[src/hw/mem_pkg.sv]
package mem_pkg;

    // address and data widths
    localparam int ADDR_W = 32;
    localparam int WORD_W = 32;
    localparam int BEAT_W = 64;
    localparam int LINE_W = 256;

    // line geometry
    localparam int WORDS_PER_LINE = LINE_W / WORD_W;
    localparam int BEATS_PER_LINE = LINE_W / BEAT_W;
    localparam int OFFSET_W = 5;
    localparam int MASK_W = WORD_W / 8;

    // first fetch address out of reset
    localparam logic [ADDR_W-1:0] RESET_PC = 32'haaaaa000;

    // instruction queue
    localparam int QUEUE_DEPTH = 8;
    localparam int QPTR_W = $clog2(QUEUE_DEPTH);

    // word 0 and beat 0 both sit in the low bits, i.e. the lowest address
    typedef union packed {
        logic [WORDS_PER_LINE-1:0][WORD_W-1:0] words;
        logic [BEATS_PER_LINE-1:0][BEAT_W-1:0] beats;
    } line_u;

endpackage

[src/hw/burst_adapter.sv]
`timescale 1ns/100ps

module burst_adapter import mem_pkg::*; (
    input  logic              clk,
    input  logic              rst,

    input  logic              req_i,
    input  logic [ADDR_W-1:0] addr_i,
    input  logic              write_i,
    input  line_u             wline_i,
    output logic              done_o,
    output line_u             rline_o,

    output logic [ADDR_W-1:0] bmem_addr_o,
    output logic              bmem_read_o,
    output logic              bmem_write_o,
    output logic [BEAT_W-1:0] bmem_wdata_o,
    input  logic              bmem_ready_i,
    input  logic [ADDR_W-1:0] bmem_raddr_i,
    input  logic [BEAT_W-1:0] bmem_rdata_i,
    input  logic              bmem_rvalid_i
);
    logic              rd_busy;
    logic              rd_sent;
    logic              wr_busy;
    logic [1:0]        beat_cnt;
    logic [ADDR_W-1:0] line_addr;
    logic              beat_in;

    assign line_addr = {addr_i[ADDR_W-1:OFFSET_W], {OFFSET_W{1'b0}}};

    // only beats tagged with our line count
    assign beat_in = rd_busy && rd_sent && bmem_rvalid_i && (bmem_raddr_i == line_addr);

    assign bmem_addr_o  = line_addr;
    assign bmem_read_o  = rd_busy && !rd_sent && bmem_ready_i;
    assign bmem_write_o = wr_busy;
    assign bmem_wdata_o = wline_i.beats[beat_cnt];

    always_ff @(posedge clk) begin
        if (rst) begin
            rd_busy  <= 1'b0;
            rd_sent  <= 1'b0;
            wr_busy  <= 1'b0;
            beat_cnt <= 2'd0;
            done_o   <= 1'b0;
        end else begin
            done_o <= 1'b0;
            if (rd_busy) begin
                if (bmem_read_o) begin
                    rd_sent <= 1'b1;
                end
                if (beat_in) begin
                    beat_cnt <= beat_cnt + 2'd1;
                    if (&beat_cnt) begin
                        rd_busy <= 1'b0;
                        done_o  <= 1'b1;
                    end
                end
            end else if (wr_busy) begin
                // beat taken on ready
                if (bmem_ready_i) begin
                    beat_cnt <= beat_cnt + 2'd1;
                    if (&beat_cnt) begin
                        wr_busy <= 1'b0;
                        done_o  <= 1'b1;
                    end
                end
            end else if (req_i && !done_o) begin
                // finished request is still on the inputs while done_o is high
                rd_busy  <= !write_i;
                wr_busy  <= write_i;
                rd_sent  <= 1'b0;
                beat_cnt <= 2'd0;
            end
        end
    end

    // beats return in address order
    always_ff @(posedge clk) begin
        if (beat_in) begin
            rline_o.beats[beat_cnt] <= bmem_rdata_i;
        end
    end

endmodule

[src/hw/mem_arbiter.sv]
`timescale 1ns/100ps

module mem_arbiter import mem_pkg::*; (
    input  logic              clk,
    input  logic              rst,

    input  logic              f_req_i,
    input  logic [ADDR_W-1:0] f_addr_i,
    output logic              f_done_o,
    output line_u             f_rline_o,

    input  logic              d_req_i,
    input  logic [ADDR_W-1:0] d_addr_i,
    input  logic              d_write_i,
    input  line_u             d_wline_i,
    output logic              d_done_o,
    output line_u             d_rline_o,

    output logic              bus_req_o,
    output logic [ADDR_W-1:0] bus_addr_o,
    output logic              bus_write_o,
    output line_u             bus_wline_o,
    input  logic              bus_done_i,
    input  line_u             bus_rline_i
);
    logic busy;
    // set while the data port owns the bus
    logic owner_d;

    always_ff @(posedge clk) begin
        if (rst) begin
            busy    <= 1'b0;
            owner_d <= 1'b0;
        end else if (!busy) begin
            if (d_req_i) begin
                busy    <= 1'b1;
                owner_d <= 1'b1;
            end else if (f_req_i) begin
                busy    <= 1'b1;
                owner_d <= 1'b0;
            end
        end else if (bus_done_i) begin
            busy <= 1'b0;
        end
    end

    always_comb begin
        bus_req_o   = busy && (owner_d ? d_req_i : f_req_i);
        bus_addr_o  = owner_d ? d_addr_i : f_addr_i;
        // fetch never writes
        bus_write_o = busy && owner_d && d_write_i;
        bus_wline_o = d_wline_i;
        f_done_o    = busy && !owner_d && bus_done_i;
        d_done_o    = busy && owner_d && bus_done_i;
        f_rline_o   = '0;
        d_rline_o   = '0;
        if (owner_d) begin
            d_rline_o = bus_rline_i;
        end else begin
            f_rline_o = bus_rline_i;
        end
    end

endmodule

[src/hw/fetch_unit.sv]
`timescale 1ns/100ps

module fetch_unit import mem_pkg::*; (
    input  logic              clk,
    input  logic              rst,

    input  logic              redirect_i,
    input  logic [ADDR_W-1:0] redirect_pc_i,

    input  logic              queue_full_i,
    output logic              enq_o,
    output logic [ADDR_W-1:0] enq_pc_o,
    output logic [WORD_W-1:0] enq_instr_o,

    output logic              f_req_o,
    output logic [ADDR_W-1:0] f_addr_o,
    input  logic              f_done_i,
    input  line_u             f_rline_i
);
    logic [ADDR_W-1:0]        pc;
    line_u                    buf_line;
    logic [ADDR_W-1:OFFSET_W] buf_tag;
    logic                     buf_valid;
    logic                     discard;
    logic                     hit;
    logic                     start_miss;
    logic                     fill;

    assign hit = buf_valid && (buf_tag == pc[ADDR_W-1:OFFSET_W]);

    // no miss request while the pc is about to jump
    assign start_miss = !f_req_o && !hit && !redirect_i;
    assign fill       = f_req_o && f_done_i && !discard;

    // redirect flushes the queue this cycle, so nothing goes in
    assign enq_o       = hit && !queue_full_i && !redirect_i;
    assign enq_pc_o    = pc;
    assign enq_instr_o = buf_line.words[pc[OFFSET_W-1:2]];

    always_ff @(posedge clk) begin
        if (rst) begin
            pc        <= RESET_PC;
            buf_valid <= 1'b0;
            f_req_o   <= 1'b0;
            discard   <= 1'b0;
        end else begin
            if (redirect_i) begin
                pc <= redirect_pc_i;
            end else if (enq_o) begin
                pc <= pc + ADDR_W'(4);
            end

            if (f_req_o) begin
                if (f_done_i) begin
                    f_req_o <= 1'b0;
                    discard <= 1'b0;
                    if (!discard) begin
                        buf_valid <= 1'b1;
                    end
                end else if (redirect_i) begin
                    // read in flight still completes, keep it only if it is the target line
                    discard <= redirect_pc_i[ADDR_W-1:OFFSET_W] !=
                               f_addr_o[ADDR_W-1:OFFSET_W];
                end
            end else if (start_miss) begin
                f_req_o <= 1'b1;
            end
        end
    end

    always_ff @(posedge clk) begin
        if (start_miss) begin
            f_addr_o <= {pc[ADDR_W-1:OFFSET_W], {OFFSET_W{1'b0}}};
        end
        if (fill) begin
            buf_line <= f_rline_i;
            buf_tag  <= f_addr_o[ADDR_W-1:OFFSET_W];
        end
    end

endmodule

[src/hw/instr_queue.sv]
`timescale 1ns/100ps

module instr_queue import mem_pkg::*; (
    input  logic              clk,
    input  logic              rst,
    input  logic              flush_i,

    input  logic              enq_i,
    input  logic [ADDR_W-1:0] enq_pc_i,
    input  logic [WORD_W-1:0] enq_instr_i,

    input  logic              deq_i,
    output logic              full_o,
    output logic              empty_o,
    output logic [ADDR_W-1:0] head_pc_o,
    output logic [WORD_W-1:0] head_instr_o
);
    logic [ADDR_W-1:0] pc_mem    [QUEUE_DEPTH];
    logic [WORD_W-1:0] instr_mem [QUEUE_DEPTH];
    logic [QPTR_W-1:0] head;
    logic [QPTR_W-1:0] tail;
    logic [QPTR_W:0]   count;
    logic              do_enq;
    logic              do_deq;

    // depth is a power of two, so full is the count msb
    assign full_o  = count[QPTR_W];
    assign empty_o = (count == '0);
    assign do_enq  = enq_i && !full_o && !flush_i;
    assign do_deq  = deq_i && !empty_o && !flush_i;

    assign head_pc_o    = pc_mem[head];
    assign head_instr_o = instr_mem[head];

    always_ff @(posedge clk) begin
        if (rst || flush_i) begin
            head  <= '0;
            tail  <= '0;
            count <= '0;
        end else begin
            if (do_enq) begin
                tail <= tail + QPTR_W'(1);
            end
            if (do_deq) begin
                head <= head + QPTR_W'(1);
            end
            if (do_enq && !do_deq) begin
                count <= count + (QPTR_W + 1)'(1);
            end else if (do_deq && !do_enq) begin
                count <= count - (QPTR_W + 1)'(1);
            end
        end
    end

    always_ff @(posedge clk) begin
        if (do_enq) begin
            pc_mem[tail]    <= enq_pc_i;
            instr_mem[tail] <= enq_instr_i;
        end
    end

endmodule

[src/hw/data_port.sv]
`timescale 1ns/100ps

module data_port import mem_pkg::*; (
    input  logic              clk,
    input  logic              rst,

    input  logic [ADDR_W-1:0] dmem_addr_i,
    input  logic [MASK_W-1:0] dmem_rmask_i,
    input  logic [MASK_W-1:0] dmem_wmask_i,
    input  logic [WORD_W-1:0] dmem_wdata_i,
    output logic [WORD_W-1:0] dmem_rdata_o,
    output logic              dmem_resp_o,

    output logic              d_req_o,
    output logic [ADDR_W-1:0] d_addr_o,
    output logic              d_write_o,
    output line_u             d_wline_o,
    input  logic              d_done_i,
    input  line_u             d_rline_i
);
    logic [OFFSET_W-3:0] word_idx;
    logic [WORD_W-1:0]   old_word;
    logic [WORD_W-1:0]   load_word;
    logic [WORD_W-1:0]   store_word;
    line_u               merged;
    logic                is_store;
    logic                read_done;

    assign word_idx  = dmem_addr_i[OFFSET_W-1:2];
    assign old_word  = d_rline_i.words[word_idx];
    assign is_store  = |dmem_wmask_i;
    assign read_done = d_req_o && d_done_i && !d_write_o;

    // byte lanes for load masking and store merge
    always_comb begin
        for (int i = 0; i < MASK_W; i++) begin
            load_word[8*i +: 8]  = dmem_rmask_i[i] ? old_word[8*i +: 8] : 8'h00;
            store_word[8*i +: 8] = dmem_wmask_i[i] ? dmem_wdata_i[8*i +: 8] : old_word[8*i +: 8];
        end
        merged                 = d_rline_i;
        merged.words[word_idx] = store_word;
    end

    always_ff @(posedge clk) begin
        if (rst) begin
            d_req_o     <= 1'b0;
            d_write_o   <= 1'b0;
            dmem_resp_o <= 1'b0;
        end else begin
            dmem_resp_o <= 1'b0;
            if (!d_req_o) begin
                // request is still held during the response cycle
                if ((|dmem_rmask_i || is_store) && !dmem_resp_o) begin
                    d_req_o <= 1'b1;
                end
            end else if (d_done_i) begin
                if (is_store && !d_write_o) begin
                    // keep req up, the write-back follows
                    d_write_o <= 1'b1;
                end else begin
                    d_req_o     <= 1'b0;
                    d_write_o   <= 1'b0;
                    dmem_resp_o <= 1'b1;
                end
            end
        end
    end

    always_ff @(posedge clk) begin
        if (!d_req_o) begin
            d_addr_o <= {dmem_addr_i[ADDR_W-1:OFFSET_W], {OFFSET_W{1'b0}}};
        end
        if (read_done) begin
            dmem_rdata_o <= load_word;
            d_wline_o    <= merged;
        end
    end

endmodule

[src/hw/mem_system.sv]
`timescale 1ns/100ps

module mem_system import mem_pkg::*; (
    input  logic              clk,
    input  logic              rst,

    input  logic              redirect_i,
    input  logic [ADDR_W-1:0] redirect_pc_i,
    input  logic              instr_deq_i,
    output logic              instr_empty_o,
    output logic [WORD_W-1:0] instr_o,
    output logic [ADDR_W-1:0] instr_pc_o,

    input  logic [ADDR_W-1:0] dmem_addr_i,
    input  logic [MASK_W-1:0] dmem_rmask_i,
    input  logic [MASK_W-1:0] dmem_wmask_i,
    input  logic [WORD_W-1:0] dmem_wdata_i,
    output logic [WORD_W-1:0] dmem_rdata_o,
    output logic              dmem_resp_o,

    output logic [ADDR_W-1:0] bmem_addr_o,
    output logic              bmem_read_o,
    output logic              bmem_write_o,
    output logic [BEAT_W-1:0] bmem_wdata_o,
    input  logic              bmem_ready_i,
    input  logic [ADDR_W-1:0] bmem_raddr_i,
    input  logic [BEAT_W-1:0] bmem_rdata_i,
    input  logic              bmem_rvalid_i
);
    // fetch to queue
    logic              enq;
    logic [ADDR_W-1:0] enq_pc;
    logic [WORD_W-1:0] enq_instr;
    logic              queue_full;

    // fetch line requests
    logic              f_req;
    logic [ADDR_W-1:0] f_addr;
    logic              f_done;
    line_u             f_rline;

    // data line requests
    logic              d_req;
    logic [ADDR_W-1:0] d_addr;
    logic              d_write;
    line_u             d_wline;
    logic              d_done;
    line_u             d_rline;

    // granted request into the burst adapter
    logic              bus_req;
    logic [ADDR_W-1:0] bus_addr;
    logic              bus_write;
    line_u             bus_wline;
    logic              bus_done;
    line_u             bus_rline;

    fetch_unit u_fetch_unit (
        .clk           (clk),
        .rst           (rst),
        .redirect_i    (redirect_i),
        .redirect_pc_i (redirect_pc_i),
        .queue_full_i  (queue_full),
        .enq_o         (enq),
        .enq_pc_o      (enq_pc),
        .enq_instr_o   (enq_instr),
        .f_req_o       (f_req),
        .f_addr_o      (f_addr),
        .f_done_i      (f_done),
        .f_rline_i     (f_rline)
    );

    instr_queue u_instr_queue (
        .clk          (clk),
        .rst          (rst),
        .flush_i      (redirect_i),
        .enq_i        (enq),
        .enq_pc_i     (enq_pc),
        .enq_instr_i  (enq_instr),
        .deq_i        (instr_deq_i),
        .full_o       (queue_full),
        .empty_o      (instr_empty_o),
        .head_pc_o    (instr_pc_o),
        .head_instr_o (instr_o)
    );

    data_port u_data_port (
        .clk          (clk),
        .rst          (rst),
        .dmem_addr_i  (dmem_addr_i),
        .dmem_rmask_i (dmem_rmask_i),
        .dmem_wmask_i (dmem_wmask_i),
        .dmem_wdata_i (dmem_wdata_i),
        .dmem_rdata_o (dmem_rdata_o),
        .dmem_resp_o  (dmem_resp_o),
        .d_req_o      (d_req),
        .d_addr_o     (d_addr),
        .d_write_o    (d_write),
        .d_wline_o    (d_wline),
        .d_done_i     (d_done),
        .d_rline_i    (d_rline)
    );

    mem_arbiter u_mem_arbiter (
        .clk         (clk),
        .rst         (rst),
        .f_req_i     (f_req),
        .f_addr_i    (f_addr),
        .f_done_o    (f_done),
        .f_rline_o   (f_rline),
        .d_req_i     (d_req),
        .d_addr_i    (d_addr),
        .d_write_i   (d_write),
        .d_wline_i   (d_wline),
        .d_done_o    (d_done),
        .d_rline_o   (d_rline),
        .bus_req_o   (bus_req),
        .bus_addr_o  (bus_addr),
        .bus_write_o (bus_write),
        .bus_wline_o (bus_wline),
        .bus_done_i  (bus_done),
        .bus_rline_i (bus_rline)
    );

    burst_adapter u_burst_adapter (
        .clk           (clk),
        .rst           (rst),
        .req_i         (bus_req),
        .addr_i        (bus_addr),
        .write_i       (bus_write),
        .wline_i       (bus_wline),
        .done_o        (bus_done),
        .rline_o       (bus_rline),
        .bmem_addr_o   (bmem_addr_o),
        .bmem_read_o   (bmem_read_o),
        .bmem_write_o  (bmem_write_o),
        .bmem_wdata_o  (bmem_wdata_o),
        .bmem_ready_i  (bmem_ready_i),
        .bmem_raddr_i  (bmem_raddr_i),
        .bmem_rdata_i  (bmem_rdata_i),
        .bmem_rvalid_i (bmem_rvalid_i)
    );

endmodule

[config.mk]
export PLATFORM = sky130hd
export DESIGN_NAME = mem_system
export DESIGN_NICKNAME = d
export VERILOG_FILES = /design/src/hw/mem_pkg.sv /design/src/hw/burst_adapter.sv /design/src/hw/mem_arbiter.sv /design/src/hw/fetch_unit.sv /design/src/hw/instr_queue.sv /design/src/hw/data_port.sv /design/src/hw/mem_system.sv
export SDC_FILE = /design/constraint.sdc
export NUM_CORES = 2
export LEC_CHECK = 0
export BUFFER_PORTS_ARGS = -buffer_cell sky130_fd_sc_hd__buf_2
export CAP_MARGIN = 30
export CORE_MARGIN = 2
export CORE_UTILIZATION = 35
export DETAILED_ROUTE_END_ITERATION = 8
export SETUP_SLACK_MARGIN = 0.3
export SLEW_MARGIN = 5
export SYNTH_ARGS = -nofsm -noshare
export SYNTH_HDL_FRONTEND = slang
export SYNTH_SLANG_ARGS = --single-unit
[constraint.sdc]
create_clock -name clk -period 40.1 [get_ports clk]
set_input_delay 0 -clock clk [delete_from_list [all_inputs] [get_ports clk]]
set_output_delay 0 -clock clk [all_outputs]
set_load 0.03 [all_outputs]
# Yosys cells after proc, flatten, opt, wreduce, memory -nomap -nowiden
# Memories as Yosys holds them, arrays and structs flattened. A register that Yosys moved wholly into a read port is not among the register bits.
# Cells that the tools add are included.
# classes
addsub	6
order_cmp	5
n_eq_ne	7
muxes	67
bitwise	4
n_reduce_logical	64
# ops
operator	n
256-bit bitwise mux	2
256-bit 2-to-1 mux	1
32-bit binary-select mux with 3-bit select	2
32-bit 2-to-1 mux	6
64-bit binary-select mux with 2-bit select	1
64-bit demux with 2-bit select	1
64-bit 2-to-1 mux	2
32-bit demux with 3-bit select	1
1-bit 2-to-1 mux	36
32-bit by 3-bit adder with 32-bit output (second input constant)	1
32-bit == test	1
8-bit 2-to-1 mux	4
1-bit logical AND	31
27-bit == test	1
27-bit != test	1
1-bit zero test	14
3-bit 2-to-1 mux	4
2-bit 2-to-1 mux	5
2-bit nonzero test	5
3-bit AND reduction	3
3-bit by 4-bit < comparator with 1-bit output (second input constant)	2
4-bit 2-to-1 mux	2
2-bit AND reduction	4
4-bit OR reduction	2
other kinds (15)	21
# word_totals
register_bits	937
ram_bits	512
in_bits	206
output_inout_bits	196
wordCells	182
mem_count	2
# mem_list
name	depth	width	read_ports	rd_clocked_by_memory_dff	wr	line_no	text
u_instr_queue.instr_mem	8	32	1	1	1	instr_queue.sv:19	logic [WORD_W-1:0] instr_mem [QUEUE_DEPTH];
u_instr_queue.pc_mem	8	32	1	1	1	instr_queue.sv:18	logic [ADDR_W-1:0] pc_mem [QUEUE_DEPTH];

# Longest topological paths before layout
# depth
word_depth	10
mapped_depth	13
mapped_depth_nobuf	13

# Hierarchy
# Synthesis repeated with hierarchy kept, for this count alone.
# hier_totals
cells_unflattened	4061
area_unflattened_um2	65308.9
# modules_own_cells
mod	instances	cells_per_inst	area_per_inst_um2	seq_area_each_um2
instr_queue	1	812	19845.3	15635.0
data_port	1	1124	15254.6	9519.1
fetch_unit	1	790	14027.2	10009.6
burst_adapter	1	460	10237.3	7807.5
mem_arbiter	1	875	5944.5	40.0

# Least setup slack after synthesis
# No wires, ideal clock.
# synth_path
kind	reg-to-reg
start	register u_mem_arbiter.owner_d
end	register u_fetch_unit.buf_line[0] (netlist name) (enable)
setup_ps	1622
t_arrival_ps	27812
required_time_ps	38478
path_slack_ps	10666
path_stages_with_launch	7
path_buffers	5
period_less_slack_ps	29434
cell_sequence	dfxtp_1 -> buf_2 -> buf_2 -> buf_2 -> buf_2 -> clkbuf_1 -> nor4_1
# synth_between
elab_chain_len	5
# synth_lines
element	line_no	text
start: declaration	mem_arbiter.sv:28	logic owner_d;
start signal: assignment	mem_arbiter.sv:33	owner_d <= 1'b0;
start signal: assignment	mem_arbiter.sv:37	owner_d <= 1'b1;
start signal: assignment	mem_arbiter.sv:40	owner_d <= 1'b0;
1-bit zero test	mem_arbiter.sv:53	f_done_o = busy && !owner_d && bus_done_i;
1-bit logical AND (2 in a row)	mem_arbiter.sv:53	
1-bit logical AND (2 in a row)	fetch_unit.sv:33	assign fill = f_req_o && f_done_i && !discard;
named net u_fetch_unit.fill	fetch_unit.sv:27	logic fill;
end signal: assignment	fetch_unit.sv:76	buf_line <= f_rline_i;
end: declaration	fetch_unit.sv:21	line_u buf_line;
# The timed path passes the listed nets, and every way through them passes these cells.
# A chain may end at the register's enable or synchronous reset.

# Worst setup path in the final report
# layout_path
start	register u_mem_arbiter.owner_d
end	register u_burst_adapter.rline_o[214] (netlist name) (enable)
# layout_between
elab_chain_len	3
# layout_lines
element	line_no	text
32-bit 2-to-1 mux	mem_arbiter.sv:49	bus_addr_o = owner_d ? d_addr_i : f_addr_i;
32-bit == test	burst_adapter.sv:33	assign beat_in = rd_busy && rd_sent && bmem_rvalid_i && (bmem_raddr_i == line_addr);
1-bit logical AND	burst_adapter.sv:33	
end: declaration	burst_adapter.sv:12	output line_u rline_o,
# Every way passes these cells.

==> qor.csv <==
metric,value,unit
Ports,402,
Port-buffer cells,394,
pre-CTS WS,35.50,ns
Required @ worst endpoint,40.51,ns
Final Wtd Congestion,0.881,
hpwl dp,115,mm
GR Overflow Total,0,
die area,178000,um^2
CTS Buf Count,157,
Crit. End Element,flop,
Initial Util,0.351,
vias,36800,
clock edge transition at the registers on the reported setup and hold paths,0.06,ns
MaxCap Viol Count,0,
fin crit period,4.81,ns
Post-Syn Area per Cell,16.7,um^2
hold path cells,2,
register area share after synthesis,0.706,
CTS sink count,1452,
critical hold path startpoint,bmem_rdata_i[0],
worst reg-to-reg path cell count,7,
slew of the pin with the lowest slew margin,1.06,ns
drt pass-1 iters,8,
final hold vios,0,
Routed WL,186,mm
nets,4559,
Reg-to-Reg Start,u_mem_arbiter.owner_d$_SDFFE_PP0P_,
final-report setup violation count,0,
ys async rst share,0,
first-pass GRT wire length,265,mm
pwr dens,45.6,nW/um^2
YS warnings,0,
Post-synth EDFFs,1393,
area of the multi-input gates,17100,um^2
Tot GR Track Use,0.206,
DR WL/cell,27.3,um
end of the worst hold path,u_burst_adapter.rline_o[64]$_DFFE_PP_,
core area,173000,um^2
largest net degree at the start of global routing,164,
layout cells sized above 1,0.263,
setup ws final,35.29,ns
Detailed Route Iter0 Violations,4120,
clock skew,0.0485,ns
status,finished clean,
RSZ-0062 raised after global routing,no,
post-route setup TNS,0,ns
Post-route DRC,0,
Worst Path Max Fanout,48,
Seq cells post-synth,1452,
HP Class,in -> reg,
fillcell total,15600,
Mapped Area,61000,um^2
Peak VDD IR,0.0441,mV
CP Class,reg -> reg,
Resize count post-CTS,0,
"Top FF cell, synth",edfxtp_1,
final max-slew violation count,0,
Die Height,421,um
post-route ant nets,0,
part of the cycle the worst path needs,0.120,
Netlist cell types,71,
Leak,24.2,nW
CTS tree,built,
most frequent cells in the layout,"edfxtp_1 (1393), buf_2 (394), dlygate4sd3_1 (286)",
Chip Width,421,um
Post-Syn Instances,3656,
initial antenna violation count,20,
CTS root buf,clkbuf_16,
num rows,153,
Reg area,43000,um^2
Skew-Pair Late Insertion Delay,0.80,ns
Synth-to-Final Area Change,21.5,%
vias per cell,5.42,
Slew headroom,0.296,
f_max,208,MHz
vias in the first global route,36800,
crit start category,flop,
crit path DAT,5.21,ns
post-CTS setup buffers,0,
RR Endpoint,u_burst_adapter.rline_o[214]$_DFFE_PP_,
CTS HTree Levels,4,
"leading cell type in the layout, fill and taps excluded",edfxtp_1,
flop-to-flop setup slack,35.29,ns
CTS max path bufs,3,
-- logic make-up (layout without fill, tap and decap cells) --
| logic type | count (synthesis) | after routing | synth area share |
|---|---|---|---|
| fa+ha+maj | 11 | 11 | 0.00238 |
| xor+xnor | 90 | 90 | 0.0129 |
| simple gates | 939 | 939 | 0.0833 |
| other cells | 1 | 13 | 0.0000615 |
| compound gates | 430 | 430 | 0.0441 |
| buf+inv | 263 | 1067 | 0.0170 |
| flops | 1452 | 1452 | 0.706 |
| mux | 470 | 470 | 0.135 |
-- worst max-delay path by stage --
| stage | start | endpoint | slack [ns] | cells past startpoint |
|---|---|---|---|---|
| 2_1_floorplan | u_mem_arbiter.owner_d$_SDFFE_PP0P_ | u_fetch_unit.buf_line[0]$_SDFFCE_PP0P_ | 10.67 | 6 |
| 3_3_place_gp | u_fetch_unit.enq_pc_o[21]$_SDFFE_PP1N_ | u_instr_queue.pc_mem[2][0]$_DFFE_PP_ | 35.58 | 7 |
| 3_5_place_dp | u_fetch_unit.enq_pc_o[21]$_SDFFE_PP1N_ | u_instr_queue.instr_mem[2][17]$_DFFE_PP_ | 35.50 | 7 |
| 4_1_cts | u_mem_arbiter.owner_d$_SDFFE_PP0P_ | u_burst_adapter.rline_o[19]$_DFFE_PP_ | 35.31 | 7 |
| 5_1_grt | u_mem_arbiter.owner_d$_SDFFE_PP0P_ | u_burst_adapter.rline_o[51]$_DFFE_PP_ | 35.14 | 7 |
| 6_report | u_mem_arbiter.owner_d$_SDFFE_PP0P_ | u_burst_adapter.rline_o[214]$_DFFE_PP_ | 35.29 | 7 |
-- cell usage after synthesis (11+ instances only) --
cell | number | area share
edfxtp_1 | 1393 | 0.69
nand3_1 | 270 | 0.022
mux4_2 | 266 | 0.098
nor2b_1 | 262 | 0.027
o21ai_0 | 234 | 0.019
clkbuf_1 | 174 | 0.011
nand2_1 | 146 | 0.0090
mux2_2 | 135 | 0.025
nor2_1 | 83 | 0.0051
mux2i_1 | 69 | 0.011
dfxtp_1 | 59 | 0.019
xor2_1 | 53 | 0.0076
buf_1 | 43 | 0.0026
a22oi_1 | 38 | 0.0047
xnor2_1 | 37 | 0.0053
nor4_1 | 26 | 0.0027
and2_1 | 23 | 0.0024
and3_1 | 22 | 0.0023
buf_2 | 21 | 0.0017
a21oi_1 | 20 | 0.0016
nand4_1 | 20 | 0.0021
nor3_1 | 19 | 0.0016
o22ai_1 | 18 | 0.0018
inv_1 | 17 | 0.0010
nand2b_1 | 13 | 0.0013
a31o_2 | 12 | 0.0017
a31oi_1 | 11 | 0.0011
and3b_1 | 11 | 0.0016
-- sequential cells by signal, indices dropped and copies added, names as in the netlist, 2 cells and up, named ones only --
register	cells
u_instr_queue.count	4
u_data_port.d_addr_o	27
u_data_port.dmem_rdata_o	32
u_instr_queue.instr_mem	256
u_burst_adapter.rline_o	256
u_fetch_unit.f_addr_o	27
u_instr_queue.pc_mem	256
u_instr_queue.head	3
u_burst_adapter.beat_cnt	2
u_instr_queue.tail	3
u_fetch_unit.enq_pc_o	32
u_fetch_unit.buf_tag	27
u_data_port.d_wline_o	256
u_fetch_unit.buf_line	256
-- stage by stage --
| step | cells | total power, mW | hold slack (ns) | util | instance area, um^2 |
|---|---|---|---|---|---|
| final | 6797 | 3.37 | 0.0397 | 0.427 | 74000 |
| after global routing | 6792 | 3.47 | 0.0120 | 0.427 | 74000 |
| after CTS | 6784 | 3.40 | 0.00971 | 0.426 | 73900 |
| after detailed placement | 6218 | 1.90 | 0.178 | 0.380 | 65800 |
| after global placement | 6206 | 1.90 | 0.179 | 0.379 | 65700 |
| after floorplan | 3660 | 1.82 | 0.0989 | - | 61000 |
-- cell type report --
cell class,instances,share of cell area
Sequential cell,1452,0.581
Timing Repair Buffer,767,0.0768
Clock buffer,192,0.0561
Inverter,19,0.000963
Multi-Input combinational cell,1945,0.231
Clock inverter,89,0.0146
Tap cell,2325,0.0393
Antenna cell,8,0.000270
-- metal layers --
| layer | wire length (um) | global-route usage |
|---|---|---|
| met1 | 73100 | 0.263 |
| met4 | 6910 | 0.0746 |
| met3 | 12200 | 0.0329 |
| met2 | 93400 | 0.354 |
| met5 | 27 | 0 |
-- report_power, final --
group | internal [mW] | total (mW) | switching (mW)
Combinational | 0.0788 | 0.207 | 0.128
Clock | 0.858 | 1.48 | 0.618
Sequential | 1.67 | 1.69 | 0.0181
Total | 2.61 | 3.37 | 0.764
-- critical path: stages, from the launching register on --
cell           delay (ns)
dfxtp_4              0.82
mux2_2               0.44
xor2_1               0.15
nor4_1               0.49
dlygate4sd3_1        0.62
and4_1               0.34
and3_4               0.74
buf_4                0.70
-- repair_timing --
item,4_1_cts,5_1_grt
endpoints found under the hold margin,601,1
hold buffers,285,1
setup endpoints to repair,0,0
(Power assumes the default switching activity.)
